--- src/verilog/board_pkg.sv ---
// Shared pad structs for the board shell
// SPI host and I2C drive bundles, I2C sense levels and SD slot pins
// Default values for the top-level parameters

`default_nettype none

package board_pkg;

  //////////////////////////////////////////////////////////////////////
  // Pad bundles
  //////////////////////////////////////////////////////////////////////

  // SPI host drive from the SoC, 14 bits
  typedef struct packed {
    logic       sck;
    logic       sck_en;
    logic [1:0] csb;
    logic [1:0] csb_en;
    logic [3:0] sd;
    logic [3:0] sd_en;
  } spih_out_t;

  // I2C drive from the SoC
  typedef struct packed {
    logic scl;
    logic scl_en;
    logic sda;
    logic sda_en;
  } i2c_out_t;

  // Synchronized I2C pin levels back to the SoC
  typedef struct packed {
    logic scl;
    logic sda;
  } i2c_in_t;

  // SD slot in SPI mode, dat3 acts as chip select
  typedef struct packed {
    logic       sclk;
    logic       cmd;
    logic       dat3;
    logic [1:0] dat12;
  } sd_pins_t;

  //////////////////////////////////////////////////////////////////////
  // Defaults
  //////////////////////////////////////////////////////////////////////

  localparam int FanSettingWidth = 4;

  // 50 MHz soc_clk down to a 1 MHz RTC level
  localparam int DefaultRtcHalfPeriod = 25;
  localparam int DefaultFanPrescale   = 8;
  localparam int DefaultSyncStages    = 2;

endpackage

`default_nettype wire

--- src/verilog/rst_sync.sv ---
// Reset synchronizer for the soc_clk domain
// Immediate assertion, release aligned to soc_clk

`timescale 1ns/10ps
`default_nettype none

module rst_sync
  import board_pkg::*;
#(
  parameter int SyncStages = DefaultSyncStages
) (
  input  logic soc_clk,
  input  logic rst_n,
  output logic soc_rst_no
);

  logic [SyncStages-1:0] sync_q;

  // Ones shift in once rst_n is high
  always_ff @(posedge soc_clk or negedge rst_n) begin
    if (!rst_n) begin
      sync_q <= '0;
    end else begin
      sync_q[0] <= 1'b1;
      for (int i = 1; i < SyncStages; i++) begin
        sync_q[i] <= sync_q[i-1];
      end
    end
  end

  // Last stage is the released reset
  assign soc_rst_no = sync_q[SyncStages-1];

endmodule

`default_nettype wire

--- src/verilog/rtc_clk_div.sv ---
// Real-time-clock divider
// Toggles a level every HalfPeriod cycles of soc_clk

`timescale 1ns/10ps
`default_nettype none

module rtc_clk_div
  import board_pkg::*;
#(
  parameter int HalfPeriod = DefaultRtcHalfPeriod
) (
  input  logic soc_clk,
  input  logic rst_n,
  output logic rtc_o
);

  localparam int CntWidth = (HalfPeriod > 1) ? $clog2(HalfPeriod) : 1;

  logic [CntWidth-1:0] cnt_d, cnt_q;
  logic                rtc_d, rtc_q;

  // Count 0 .. HalfPeriod-1, flip the level on wrap
  always_comb begin
    cnt_d = cnt_q + CntWidth'(1);
    rtc_d = rtc_q;
    if (cnt_q == CntWidth'(HalfPeriod - 1)) begin
      cnt_d = '0;
      rtc_d = ~rtc_q;
    end
  end

  always_ff @(posedge soc_clk or negedge rst_n) begin
    if (!rst_n) begin
      cnt_q <= '0;
      rtc_q <= 1'b0;
    end else begin
      cnt_q <= cnt_d;
      rtc_q <= rtc_d;
    end
  end

  assign rtc_o = rtc_q;

endmodule

`default_nettype wire

--- src/verilog/fan_pwm_ctrl.sv ---
// Fan PWM controller
// Prescaler tick, sixteen-phase counter and registered duty compare
// Setting is captured once per PWM period

`timescale 1ns/10ps
`default_nettype none

module fan_pwm_ctrl
  import board_pkg::*;
#(
  parameter int Prescale = DefaultFanPrescale
) (
  input  logic                       soc_clk,
  input  logic                       rst_n,
  input  logic [FanSettingWidth-1:0] fan_setting_i,
  output logic                       fan_pwm_o
);

  localparam int PreWidth = (Prescale > 1) ? $clog2(Prescale) : 1;

  logic [PreWidth-1:0]        pre_d, pre_q;
  logic [FanSettingWidth-1:0] phase_d, phase_q;
  logic [FanSettingWidth-1:0] setting_d, setting_q;
  logic                       tick;
  logic                       wrap;
  logic                       pwm_d, pwm_q;

  //////////////////////////////////////////////////////////////////////
  // Prescaler and phase
  //////////////////////////////////////////////////////////////////////

  assign tick = (pre_q == PreWidth'(Prescale - 1));
  assign wrap = tick && (phase_q == '1);

  always_comb begin
    pre_d   = tick ? '0 : pre_q + PreWidth'(1);
    // Phase rolls over naturally at the top
    phase_d = tick ? phase_q + FanSettingWidth'(1) : phase_q;
  end

  //////////////////////////////////////////////////////////////////////
  // Duty
  //////////////////////////////////////////////////////////////////////

  // New setting only at the start of a period
  assign setting_d = wrap ? fan_setting_i : setting_q;

  // Compare on next-state values so the output lines up with the phase
  assign pwm_d = (phase_d < setting_d);

  always_ff @(posedge soc_clk or negedge rst_n) begin
    if (!rst_n) begin
      pre_q     <= '0;
      phase_q   <= '0;
      setting_q <= '0;
      pwm_q     <= 1'b0;
    end else begin
      pre_q     <= pre_d;
      phase_q   <= phase_d;
      setting_q <= setting_d;
      pwm_q     <= pwm_d;
    end
  end

  assign fan_pwm_o = pwm_q;

endmodule

`default_nettype wire

--- src/verilog/board_pad_ctrl.sv ---
// Pad adapter between the SoC and the board pins
// SPI host onto the SD slot in SPI mode, I2C pad drive
// Input synchronizers for SCL, SDA and card detect

`timescale 1ns/10ps
`default_nettype none

module board_pad_ctrl
  import board_pkg::*;
#(
  parameter int SyncStages = DefaultSyncStages
) (
  input  logic      soc_clk,
  input  logic      rst_n,

  // SPI host and SD slot
  input  spih_out_t spih_i,
  input  logic      sd_dat0_i,
  input  logic      sd_cd_i,
  output sd_pins_t  sd_o,
  output logic [3:0] spih_sd_o,

  // I2C
  input  i2c_out_t  i2c_i,
  input  logic      i2c_scl_pin_i,
  input  logic      i2c_sda_pin_i,
  output logic      i2c_scl_oe_o,
  output logic      i2c_sda_oe_o,
  output logic      i2c_scl_drv_o,
  output logic      i2c_sda_drv_o,
  output i2c_in_t   i2c_sync_o,
  output logic      sd_card_present_o
);

  // Bit order {card detect, sda, scl}
  localparam logic [2:0] SyncRstVal = 3'b011;

  logic [2:0]                  pins_raw;
  logic [SyncStages-1:0][2:0]  sync_q;
  logic [2:0]                  pins_sync;

  //////////////////////////////////////////////////////////////////////
  // SD slot mapping
  //////////////////////////////////////////////////////////////////////

  // Lines idle high whenever the host is not driving them
  assign sd_o.sclk  = spih_i.sck_en    ? spih_i.sck    : 1'b1;
  assign sd_o.dat3  = spih_i.csb_en[0] ? spih_i.csb[0] : 1'b1;
  assign sd_o.cmd   = spih_i.sd_en[0]  ? spih_i.sd[0]  : 1'b1;
  // DAT1 and DAT2 unused in SPI mode
  assign sd_o.dat12 = 2'b11;

  // MISO comes back on host data bit 1
  assign spih_sd_o = {2'b00, sd_dat0_i, 1'b0};

  //////////////////////////////////////////////////////////////////////
  // I2C drive
  //////////////////////////////////////////////////////////////////////

  assign i2c_scl_oe_o  = i2c_i.scl_en;
  assign i2c_sda_oe_o  = i2c_i.sda_en;
  assign i2c_scl_drv_o = i2c_i.scl;
  assign i2c_sda_drv_o = i2c_i.sda;

  //////////////////////////////////////////////////////////////////////
  // Input synchronizers
  //////////////////////////////////////////////////////////////////////

  assign pins_raw = {sd_cd_i, i2c_sda_pin_i, i2c_scl_pin_i};

  // I2C lines rest high, no card until seen
  always_ff @(posedge soc_clk or negedge rst_n) begin
    if (!rst_n) begin
      sync_q <= {SyncStages{SyncRstVal}};
    end else begin
      sync_q[0] <= pins_raw;
      for (int i = 1; i < SyncStages; i++) begin
        sync_q[i] <= sync_q[i-1];
      end
    end
  end

  assign pins_sync = sync_q[SyncStages-1];

  assign i2c_sync_o.scl    = pins_sync[0];
  assign i2c_sync_o.sda    = pins_sync[1];
  assign sd_card_present_o = pins_sync[2];

endmodule

`default_nettype wire

--- src/verilog/board_shell_top.sv ---
// Board shell top level
// Reset synchronizer, RTC divider, fan PWM and pad adapter

`timescale 1ns/10ps
`default_nettype none

module board_shell_top
  import board_pkg::*;
#(
  parameter int RtcHalfPeriod = DefaultRtcHalfPeriod,
  parameter int FanPrescale   = DefaultFanPrescale,
  parameter int SyncStages    = DefaultSyncStages
) (
  input  logic                       soc_clk,
  input  logic                       rst_n,

  // Fan and RTC
  input  logic [FanSettingWidth-1:0] fan_sw_i,
  output logic                       fan_pwm_o,
  output logic                       rtc_o,

  // SPI host and SD slot
  input  spih_out_t                  spih_i,
  input  logic                       sd_dat0_i,
  input  logic                       sd_cd_i,
  output sd_pins_t                   sd_o,
  output logic [3:0]                 spih_sd_o,

  // I2C
  input  i2c_out_t                   i2c_i,
  input  logic                       i2c_scl_pin_i,
  input  logic                       i2c_sda_pin_i,
  output logic                       i2c_scl_oe_o,
  output logic                       i2c_sda_oe_o,
  output logic                       i2c_scl_drv_o,
  output logic                       i2c_sda_drv_o,
  output i2c_in_t                    i2c_sync_o,
  output logic                       sd_card_present_o
);

  // Internal reset, released in step with soc_clk
  logic soc_rst_n;

  rst_sync #(
    .SyncStages ( SyncStages )
  ) i_rst_sync (
    .soc_clk    ( soc_clk    ),
    .rst_n      ( rst_n      ),
    .soc_rst_no ( soc_rst_n  )
  );

  rtc_clk_div #(
    .HalfPeriod ( RtcHalfPeriod )
  ) i_rtc_clk_div (
    .soc_clk    ( soc_clk    ),
    .rst_n      ( soc_rst_n  ),
    .rtc_o      ( rtc_o      )
  );

  fan_pwm_ctrl #(
    .Prescale      ( FanPrescale )
  ) i_fan_pwm_ctrl (
    .soc_clk       ( soc_clk     ),
    .rst_n         ( soc_rst_n   ),
    .fan_setting_i ( fan_sw_i    ),
    .fan_pwm_o     ( fan_pwm_o   )
  );

  board_pad_ctrl #(
    .SyncStages        ( SyncStages        )
  ) i_board_pad_ctrl (
    .soc_clk           ( soc_clk           ),
    .rst_n             ( soc_rst_n         ),
    .spih_i            ( spih_i            ),
    .sd_dat0_i         ( sd_dat0_i         ),
    .sd_cd_i           ( sd_cd_i           ),
    .sd_o              ( sd_o              ),
    .spih_sd_o         ( spih_sd_o         ),
    .i2c_i             ( i2c_i             ),
    .i2c_scl_pin_i     ( i2c_scl_pin_i     ),
    .i2c_sda_pin_i     ( i2c_sda_pin_i     ),
    .i2c_scl_oe_o      ( i2c_scl_oe_o      ),
    .i2c_sda_oe_o      ( i2c_sda_oe_o      ),
    .i2c_scl_drv_o     ( i2c_scl_drv_o     ),
    .i2c_sda_drv_o     ( i2c_sda_drv_o     ),
    .i2c_sync_o        ( i2c_sync_o        ),
    .sd_card_present_o ( sd_card_present_o )
  );

endmodule

`default_nettype wire

--- config.mk ---
export PLATFORM = sky130hd
export DESIGN_NAME = board_shell_top
export DESIGN_NICKNAME = d
export VERILOG_FILES = /design/src/verilog/board_pkg.sv /design/src/verilog/rst_sync.sv /design/src/verilog/rtc_clk_div.sv /design/src/verilog/fan_pwm_ctrl.sv /design/src/verilog/board_pad_ctrl.sv /design/src/verilog/board_shell_top.sv
export SDC_FILE = /design/constraint.sdc
export NUM_CORES = 1
export LEC_CHECK = 0
export BUFFER_PORTS_ARGS = -buffer_cell sky130_fd_sc_hd__buf_4
export CORE_MARGIN = 4
export CORE_UTILIZATION = 40
export CTS_CLUSTER_SIZE = 8
export DETAILED_ROUTE_END_ITERATION = 16
export PLACE_DENSITY = 0.72
export SLEW_MARGIN = 15
export SYNTH_ARGS = -nofsm -noshare
export SYNTH_HDL_FRONTEND = slang
export SYNTH_SLANG_ARGS = --single-unit
--- constraint.sdc ---
create_clock -name soc_clk -period 1.9 [get_ports soc_clk]
set_input_delay 0.19 -clock soc_clk [delete_from_list [all_inputs] [get_ports soc_clk]]
set_output_delay 0.19 -clock soc_clk [all_outputs]
set_load 0.02 [all_outputs]
==> results of run 1 <==
-- flip-flops by register name (all words and copies together), names as in the netlist --
| signal | count |
|---|---|
| i_rtc_clk_div.cnt_q | 5 |
| i_fan_pwm_ctrl.phase_q | 4 |
| i_fan_pwm_ctrl.setting_q | 4 |
| i_board_pad_ctrl.pins_sync | 3 |
| i_board_pad_ctrl.sync_q | 3 |
| i_fan_pwm_ctrl.pre_q | 3 |
| i_rst_sync.sync_q | 2 |
| i_fan_pwm_ctrl.fan_pwm_o | 1 |
| i_rtc_clk_div.rtc_o | 1 |
-- cell type report --
| type | count | area share, % |
|---|---|---|
| clock buffers | 4 | 2.51 |
| inverters | 5 | 1.30 |
| multi-input cells | 47 | 30.2 |
| flip-flops and latches | 26 | 45.4 |
| well taps | 31 | 2.69 |
| repair buffers | 33 | 17.9 |
-- cells in the mapped netlist (3+ instances only) --
master / count
ha_1: 8
nand2b_1: 3
nor2_1: 5
xnor2_1: 3
inv_1: 5
xor2_1: 3
dfstp_2: 4
dfrtp_1: 22
mux2_2: 3
buf_4: 12
-- path summary, 6_finish.rpt --
check | to | slack (ps) | cells after the start
min in group soc_clk | i_fan_pwm_ctrl.setting_q[3] | 110 | 2
min reg2reg | i_board_pad_ctrl.sync_q[2] | 100 | 0
max in group asynchronous | i_board_pad_ctrl.sync_q[0] | 1240 | 1
max | i_fan_pwm_ctrl.fan_pwm_o | -110 | 9
min | i_board_pad_ctrl.sync_q[2] | 100 | 0
max reg2reg | i_fan_pwm_ctrl.fan_pwm_o | -110 | 9
-- power by group --
group / switching [µW] / leakage [µW] / internal (µW)
clock network: 160 / 0.0000210 / 117
registers: 6.35 / 0.000293 / 571
logic: 44.5 / 0.000428 / 49.0
-- metal layers --
metal | up-vias | GRT usage (%) | share of wire, %
met5 | - | 0 | 0
met4 | 0 | 8.98 | 4.4
met3 | 7 | 1.89 | 8.3
met2 | 27 | 19.0 | 48
met1 | 326 | 12.5 | 39
li1 | 322 | - | -
-- layout by cell type (no fill, tap or decap), drive strengths merged, types with 2 or more instances in the layout --
master,instances
buf,29
clkbuf,4
conb,6
dfrtp,22
dfstp,4
dlygate4sd3,4
ha,8
inv,5
mux2,4
mux2i,2
nand2,2
nand2b,3
nand4,2
nor2,5
xnor2,3
xor2,3
-- metrics by stage --
| step | utilization [%] | setup TNS [ps] | area, µm² | power (µW) | instances |
|---|---|---|---|---|---|
| floorplan | - | -9.46 | 1170 | 655 | 91 |
| global placement | 48.7 | -47.9 | 1330 | 671 | 138 |
| detailed placement | 48.7 | -84.6 | 1330 | 674 | 138 |
| CTS | 51.5 | -122 | 1410 | 959 | 146 |
| global route | 52.8 | -205 | 1440 | 1000 | 146 |
| finish | 52.8 | -114 | 1440 | 948 | 146 |
-- logic make-up after synthesis --
logic type               count (synthesis)  share of synthesized area, %
other                                    2                         0.662
multiplexers                             6                          6.06
flip-flops                              26                          57.8
AO/OA/AOI/OAI                            6                          3.86
adder cells (fa/ha/maj)                  8                          8.82
XOR/XNOR                                 6                          4.63
buffers and inverters                   18                          9.92
AND/OR/NAND/NOR                         15                          8.27
-- timing repair --
| item | 4_1_cts | 5_1_grt |
|---|---|---|
| gates resized for setup | 0 | 5 |
| setup endpoints to repair | 1 | 1 |
| hold buffers | 4 | 0 |
| pin swaps | 0 | 5 |
| hold endpoints to repair | 5 | 0 |
==> summary.json, run 1 <==
{
  "cts_setup_buffers": 0,
  "synthesis.instances": 87,
  "routed-via-count": 682,
  "initial_core_utilization_pct": 41.5,
  "hp-class": "reg -> async",
  "timing.hold.ws_ps": 96.5,
  "coreArea_um2": 2730,
  "timing.critical_path.from_type": "register",
  "worstSetupEndpointType": "register",
  "io_buffers": 22,
  "setup_skew_ps": 1.96,
  "routabilityCongestion": 0.743,
  "cts-buffers-inserted": 3,
  "worst_slack_after_detailed_placement_ps": -84.6,
  "pin_count_of_the_biggest_net_entering_global_routing": 20,
  "drtPass1Iterations": 2,
  "timing.critical_path.cells": "ha_4 > ha_4 > nand4_4 > mux2_4 > inv_2 > ha_4 > a211o_1 > nor2_1 > a21o_1",
  "grt_first_pass_wirelength_um": 3040,
  "report.final.hold_viol_count": 0,
  "numClockSinks": 26,
  "regToRegStartpoint": "i_fan_pwm_ctrl.pre_q[0]",
  "post_route_setup_slack_ps": -114,
  "cellPowerDensity_nw_per_um2": 657,
  "final.period_utilization_pct": 106,
  "synth.avg_cell_area_um2": 13.0,
  "critical_path_arrival_ps": 2290,
  "cp.buffers_inverters": 1,
  "finalWirelength_um": 1700,
  "detailedRoute.firstIterationViolations": 5,
  "filler_cell_count": 227,
  "yosys-top-cells-area": "dfrtp_1 (49%), dfstp_2 (9.3%), ha_1 (8.8%), buf_4 (7.9%), mux2_2 (3.0%)",
  "post_synth_instance_area_um2": 1130,
  "netlist.top_cell.by_area": "dfrtp_1",
  "die_h_um": 61.3,
  "syn2layout_area_growth_pct": 27.2,
  "synth_enable_flop_cells": 0,
  "violations": "negative setup slack",
  "ant_nets": 0,
  "critPathSlowestCell": "dfrtp_1",
  "run_status": "finished with violations",
  "critical_path.top_delay_family": "adder cells",
  "synth_ff_type": "dfrtp_1",
  "diodes": 0,
  "vias_per_cell": 4.67,
  "die_width_um": 61.3,
  "ir_drop_uv": 465,
  "area_used_by_multi_input_combinational_logic_um2": 437,
  "critical-path-max-stage-delay_ps": 430,
  "die_area_um2": 3750,
  "unrepaired_setup_endpoints_after_global_routing": "yes",
  "gr-usage-all-layers_pct": 11.3,
  "std_cell_rows": 19,
  "fmax_mhz": 497,
  "timing_startpoint_of_the_critical_path": "i_fan_pwm_ctrl.pre_q[0]",
  "drive_gt1_share_pct": 41.7,
  "seq_area_um2": 656,
  "first_global_vias": 710,
  "timing_max_transition_violations_final": 0,
  "setup_viol_count_final": 1,
  "worst_skew_pair.late_latency_ps": 320,
  "finalNetCount": 152,
  "synth_seq_area_share_pct": 57.8,
  "remaining_drc_errors": 0,
  "synth_top_area_share_pct": 48.5,
  "cts_htree_levels": 1,
  "globalRouteOverflowTotal": 0,
  "wire_per_inst_um": 11.7,
  "worst_path_maximum_fanout": 4,
  "cts_tree": "built",
  "synthesis_stage_register_bit_count": 26,
  "synthDistinctLibCells": 26,
  "clkSlewWorstSetupHoldPaths_ps": 130,
  "clockBufferDepth": 2,
  "io_pins": 46,
  "cpMostUsedCell": "ha_4",
  "hpwl_um": 1370,
  "synth-async-reset-ratio_pct": 100,
  "cp_data_required_time_ps": 2170,
  "grt_antenna_before_repair": 0,
  "critPathKind": "reg -> reg",
  "max_cap_violations": 0,
  "synth.yosys.warnings": 0,
  "fin_crit_ps": 2010,
  "total_leakage_power_uw": 0.000743,
  "cts_root_buf": "clkbuf_4"
}
Power figures use the tool's default switching activity.
==> run 2: changes to the inputs <==
--- a/config.mk
+++ b/config.mk
@@ -14,4 +14,5 @@
 export SLEW_MARGIN = 15
 export SYNTH_ARGS = -nofsm -noshare
 export SYNTH_HDL_FRONTEND = slang
+export SYNTH_HIERARCHICAL = 1
 export SYNTH_SLANG_ARGS = --single-unit
==> run 2 against run 1 <==
The flow still finishes with violations (negative setup slack). Synthesized cell count grew 4.6%. Clock-buffer cell count shrank 1. Non-clock buffer count shrank 2. Maximum frequency grew 3.3%. First-iteration DRC count grew 40%. Sequential cell count is the same. Critical path type unchanged. Largest power group unchanged. Highest routed layer is now met3.
==> summary.json, run 2 <==
{
  "post_synth_fa_ha_maj_area_fraction": {"value": 8.71, "unit": "%", "change": "-0.11 points"},
  "vias_per_cell": {"value": 4.70, "change": "+0.67%"},
  "std_cell_rows": {"value": 19, "change": "unchanged"},
  "synth.avg_cell_area": {"value": 12.6, "unit": "µm²", "change": "-3.2%"},
  "worst_slack_after_detailed_placement": {"value": -61.5, "unit": "ps", "change": "+23.0 ps"},
  "hp-class": "in -> reg",
  "ir_drop": {"value": 415, "unit": "µV", "change": "-11%"},
  "grt_use_met1": {"value": 11.2, "unit": "%", "change": "-1.3 points"},
  "grt_util_met2": {"value": 16.3, "unit": "%", "change": "-2.7 points"},
  "grt_first_pass_wirelength": {"value": 2610, "unit": "µm", "change": "-14%"},
  "synthesis.instances": {"value": 91, "change": "+4.6%"},
  "critPathKind": "reg -> reg",
  "setup.reg_to_reg.worst_slack": {"value": -50, "unit": "ps", "change": "+60 ps"},
  "synth_compound_area_share": {"value": 5.23, "unit": "%", "change": "+1.4 points"},
  "setup_tns": {"value": -49.8, "unit": "ps", "change": "+63.9 ps"},
  "coreArea": {"value": 2760, "unit": "µm²", "change": "+0.87%"},
  "die_h": {"value": 61.6, "unit": "µm", "change": "+0.52%"},
  "routabilityCongestion": {"value": 0.702, "change": "-5.5%"},
  "remaining_drc_errors": {"value": 0, "change": "unchanged"},
  "die_width": {"value": 61.6, "unit": "µm", "change": "+0.52%"},
  "cellPowerDensity": {"value": 718, "unit": "nW/µm²", "change": "+9.4%"},
  "largest_register_ff_count": {"value": 5, "change": "unchanged"},
  "synth_most_common_cell": "dfrtp_1",
  "regMostFlops": "i_rtc_clk_div/cnt_q",
  "fmax": {"value": 513, "unit": "MHz", "change": "+3.3%"},
  "setup_viol_count_final": {"value": 1, "change": "unchanged"},
  "placement.cell_area": {"value": 1320, "unit": "µm²", "change": "-0.66%"},
  "synth_top_area_share": {"value": 47.9, "unit": "%", "change": "-0.58 points"},
  "cp_data_required_time": {"value": 2160, "unit": "ps", "change": "about the same"},
  "diodes": {"value": 0, "change": "unchanged"},
  "crit_path_end": "i_fan_pwm_ctrl/fan_pwm_o",
  "synth_seq_area_share": {"value": 57.1, "unit": "%", "change": "-0.69 points"},
  "run_status": "finished with violations",
  "gr-usage-all-layers": {"value": 9.36, "unit": "%", "change": "-1.9 points"},
  "routed-via-count": {"value": 696, "change": "+2.1%"},
  "yosys-top-cells-area": "dfrtp_1 (48%), dfstp_2 (9.2%), ha_1 (8.7%), buf_4 (7.8%), mux2_2 (2.9%)",
  "post-route-util": {"value": 52.5, "unit": "%", "change": "-0.36 points"},
  "grt.met3_usage": {"value": 2.73, "unit": "%", "change": "+0.84 points"},
  "pin_count_of_the_biggest_net_entering_global_routing": {"value": 25, "change": "+25%"},
  "final.period_utilization": {"value": 103, "unit": "%", "change": "-3.4 points"},
  "cts_root_buf": "clkbuf_4",
  "registers_with_the_most_flip_flops": "i_rtc_clk_div/cnt_q (5), i_fan_pwm_ctrl/phase_q (4), i_fan_pwm_ctrl/setting_q (4)",
  "setup_skew": {"value": 3.20, "unit": "ps", "change": "+1.24 ps"},
  "drtPass1Iterations": {"value": 4, "change": "+2"},
  "cts-buffers-inserted": {"value": 3, "change": "unchanged"},
  "timing.reg2reg.worst_path_depth": {"value": 8, "change": "-1"},
  "total_leakage_power": {"value": 0.000727, "unit": "µW", "change": "-2.1%"},
  "synthesis_stage_register_bit_count": {"value": 26, "change": "unchanged"},
  "filler_cell_count": {"value": 245, "change": "+7.9%"},
  "regToRegEndpoint": "i_fan_pwm_ctrl/fan_pwm_o",
  "synth.yosys.warnings": {"value": 6, "change": "+6"},
  "post_synth_instance_area": {"value": 1150, "unit": "µm²", "change": "+1.2%"},
  "synth_ff_type": "dfrtp_1",
  "syn2layout_area_growth_pct": 25.9,
  "first_global_vias": {"value": 654, "change": "-7.9%"},
  "ant_nets": {"value": 0, "change": "unchanged"},
  "timing_startpoint_of_the_critical_path": "i_fan_pwm_ctrl/pre_q[0]",
  "global_route.peak_usage_layer": "met2",
  "yosys.area_share.simple": {"value": 8.39, "unit": "%", "change": "+0.12 points"},
  "finalNetCount": {"value": 154, "change": "+1.3%"},
  "worstSetupEndpointType": "register",
  "synth_enable_flop_cells": {"value": 0, "change": "unchanged"},
  "non_filler_cell_area_final": {"value": 1450, "unit": "µm²", "change": "+0.17%"},
  "hpwl": {"value": 1340, "unit": "µm", "change": "-1.7%"},
  "die_area": {"value": 3790, "unit": "µm²", "change": "+1.0%"},
  "netlist_top_cells_count": "dfrtp_1 (22), buf_4 (12), ha_1 (8)",
  "layout_commonest_cell": "buf_4",
  "worst_skew_pair.late_latency": {"value": 310, "unit": "ps", "change": "about the same"},
  "finalWirelength": {"value": 1730, "unit": "µm", "change": "+1.9%"},
  "cts_htree_levels": {"value": 1, "change": "unchanged"},
  "synth_mux_area_share": {"value": 5.99, "unit": "%", "change": "-0.073 points"},
  "io_pins": {"value": 46, "change": "unchanged"},
  "post_synth_xor_area_fraction": {"value": 3.81, "unit": "%", "change": "-0.82 points"},
  "violations": "negative setup slack",
  "globalRouteOverflowTotal": {"value": 0, "change": "unchanged"},
  "timing.hold.ws": {"value": 109, "unit": "ps", "change": "+13.0 ps"},
  "regToRegStartpoint": "i_fan_pwm_ctrl/pre_q[0]",
  "synthDistinctLibCells": {"value": 25, "change": "-3.8%"},
  "cts_tree": "built",
  "fin_crit": {"value": 1950, "unit": "ps", "change": "-63.9 ps"},
  "max_cap_violations": {"value": 0, "change": "unchanged"},
  "post_route_setup_slack": {"value": -49.8, "unit": "ps", "change": "+63.9 ps"},
  "io_buffers": {"value": 22, "change": "unchanged"},
  "layout_common_cells": "buf_4 (26), dfrtp_1 (22), conb_1 (6)",
  "synth-async-reset-ratio": {"value": 100, "unit": "%", "change": "unchanged"},
  "timing.critical_path.from_type": "register",
  "clockBufferDepth": {"value": 2, "change": "unchanged"},
  "critical_path_arrival": {"value": 2210, "unit": "ps", "change": "-80 ps"},
  "unrepaired_setup_endpoints_after_global_routing": "yes",
  "clkSlewWorstSetupHoldPaths": {"value": 140, "unit": "ps", "change": "about the same"},
  "detailedRoute.firstIterationViolations": {"value": 7, "change": "+2"},
  "grt_antenna_before_repair": {"value": 0, "change": "unchanged"},
  "numClockSinks": {"value": 26, "change": "unchanged"},
  "netlist.top_cell.by_area": "dfrtp_1",
  "drive_gt1_share": {"value": 39.3, "unit": "%", "change": "-2.4 points"},
  "synth_top_family_by_area": "buffers and inverters",
  "worst_path_maximum_fanout": {"value": 4, "change": "unchanged"},
  "report.final.hold_viol_count": {"value": 0, "change": "unchanged"},
  "timing_max_transition_violations_final": {"value": 0, "change": "unchanged"},
  "wire_per_inst": {"value": 11.7, "unit": "µm", "change": "+0.50%"},
  "initial_core_utilization": {"value": 41.7, "unit": "%", "change": "+0.14 points"}
}
## run 2: changes by cell type in the layout (fill, tap and decap cells not counted), moves of 2 or more
cell / previous run / this run
buf_4: 29 / 26
nand3_1: 1 / 3
o21ai_0: 1 / 3
nand2_1: 2 / 5
nor2_1: 5 / 2
## run 2: layout make-up
type                            instances  area, µm²  area share [%]
Sequential cell                        26        656            45.3
Multi-Input combinational cell         50        430            29.8
Timing Repair Buffer                   31        246            17.0
Tap cell                               31       38.8            2.68
Clock inverter                          1       30.0            2.08
Clock buffer                            3       22.5            1.56
Inverter                                6       22.5            1.56
## run 2: per-layer routing
metal | vias to the layer above | wire length [µm]
li1 | 335 | -
met1 | 335 | 689
met2 | 26 | 882
met3 | 0 | 161
met4 | 0 | 0
met5 | - | 0
## run 2: how the worst min path moves through the flow
stage,to,depth (start not counted),slack (ps),startpoint
2_1_floorplan,i_rst_sync/sync_q[0],0,-110,rst_n
3_3_place_gp,i_rst_sync/sync_q[0],1,-30,rst_n
3_5_place_dp,i_rst_sync/sync_q[0],1,-30,rst_n
4_1_cts,i_fan_pwm_ctrl/setting_q[0],2,100,fan_sw_i[0]
5_1_grt,i_fan_pwm_ctrl/setting_q[0],2,80,fan_sw_i[0]
6_report,i_fan_pwm_ctrl/setting_q[2],3,110,fan_sw_i[2]
## run 2: logic make-up (layout without fill, tap and decap cells)
logic type                 Yosys count  after routing
adders and majority gates            8              8
buffers and inverters               18             41
and+or+nand+nor                     16             16
xor gates and xnor gates             5              5
AOI/OAI and AO/OA                    9              9
muxes                                6              6
DFF                                 26             26
other                                3              6
## run 2: timing repair
action,CTS,global route
pin swaps,0,2
endpoints found under the hold margin,5,0
hold buffers,4,0
gates resized for setup,3,1
setup buffers,0,1
setup endpoints to repair,1,1
cloned,0,0
## run 2: metrics by stage
step,std cells,power (µW)
2_1_floorplan,94,655
3_3_place_gp,139,669
3_5_place_dp,139,671
4_1_cts,147,1060
5_1_grt,148,1090
6_report,148,1040
## run 2: report_power, final
| group | switching [µW] | internal [µW] | leakage [µW] |
|---|---|---|---|
| clock | 159 | 213 | 0.0000279 |
| sequential | 3.78 | 571 | 0.000293 |
| combinational | 45.2 | 46.6 | 0.000406 |
## run 2: worst max-delay path, cell delays in order, from the launching register on
cell and delay, ps:
dfrtp_1 410, ha_2 200, ha_4 170, buf_4 150, mux2_2 280, ha_1 200
a211o_1 280, nor2_1 100, a21o_1 120
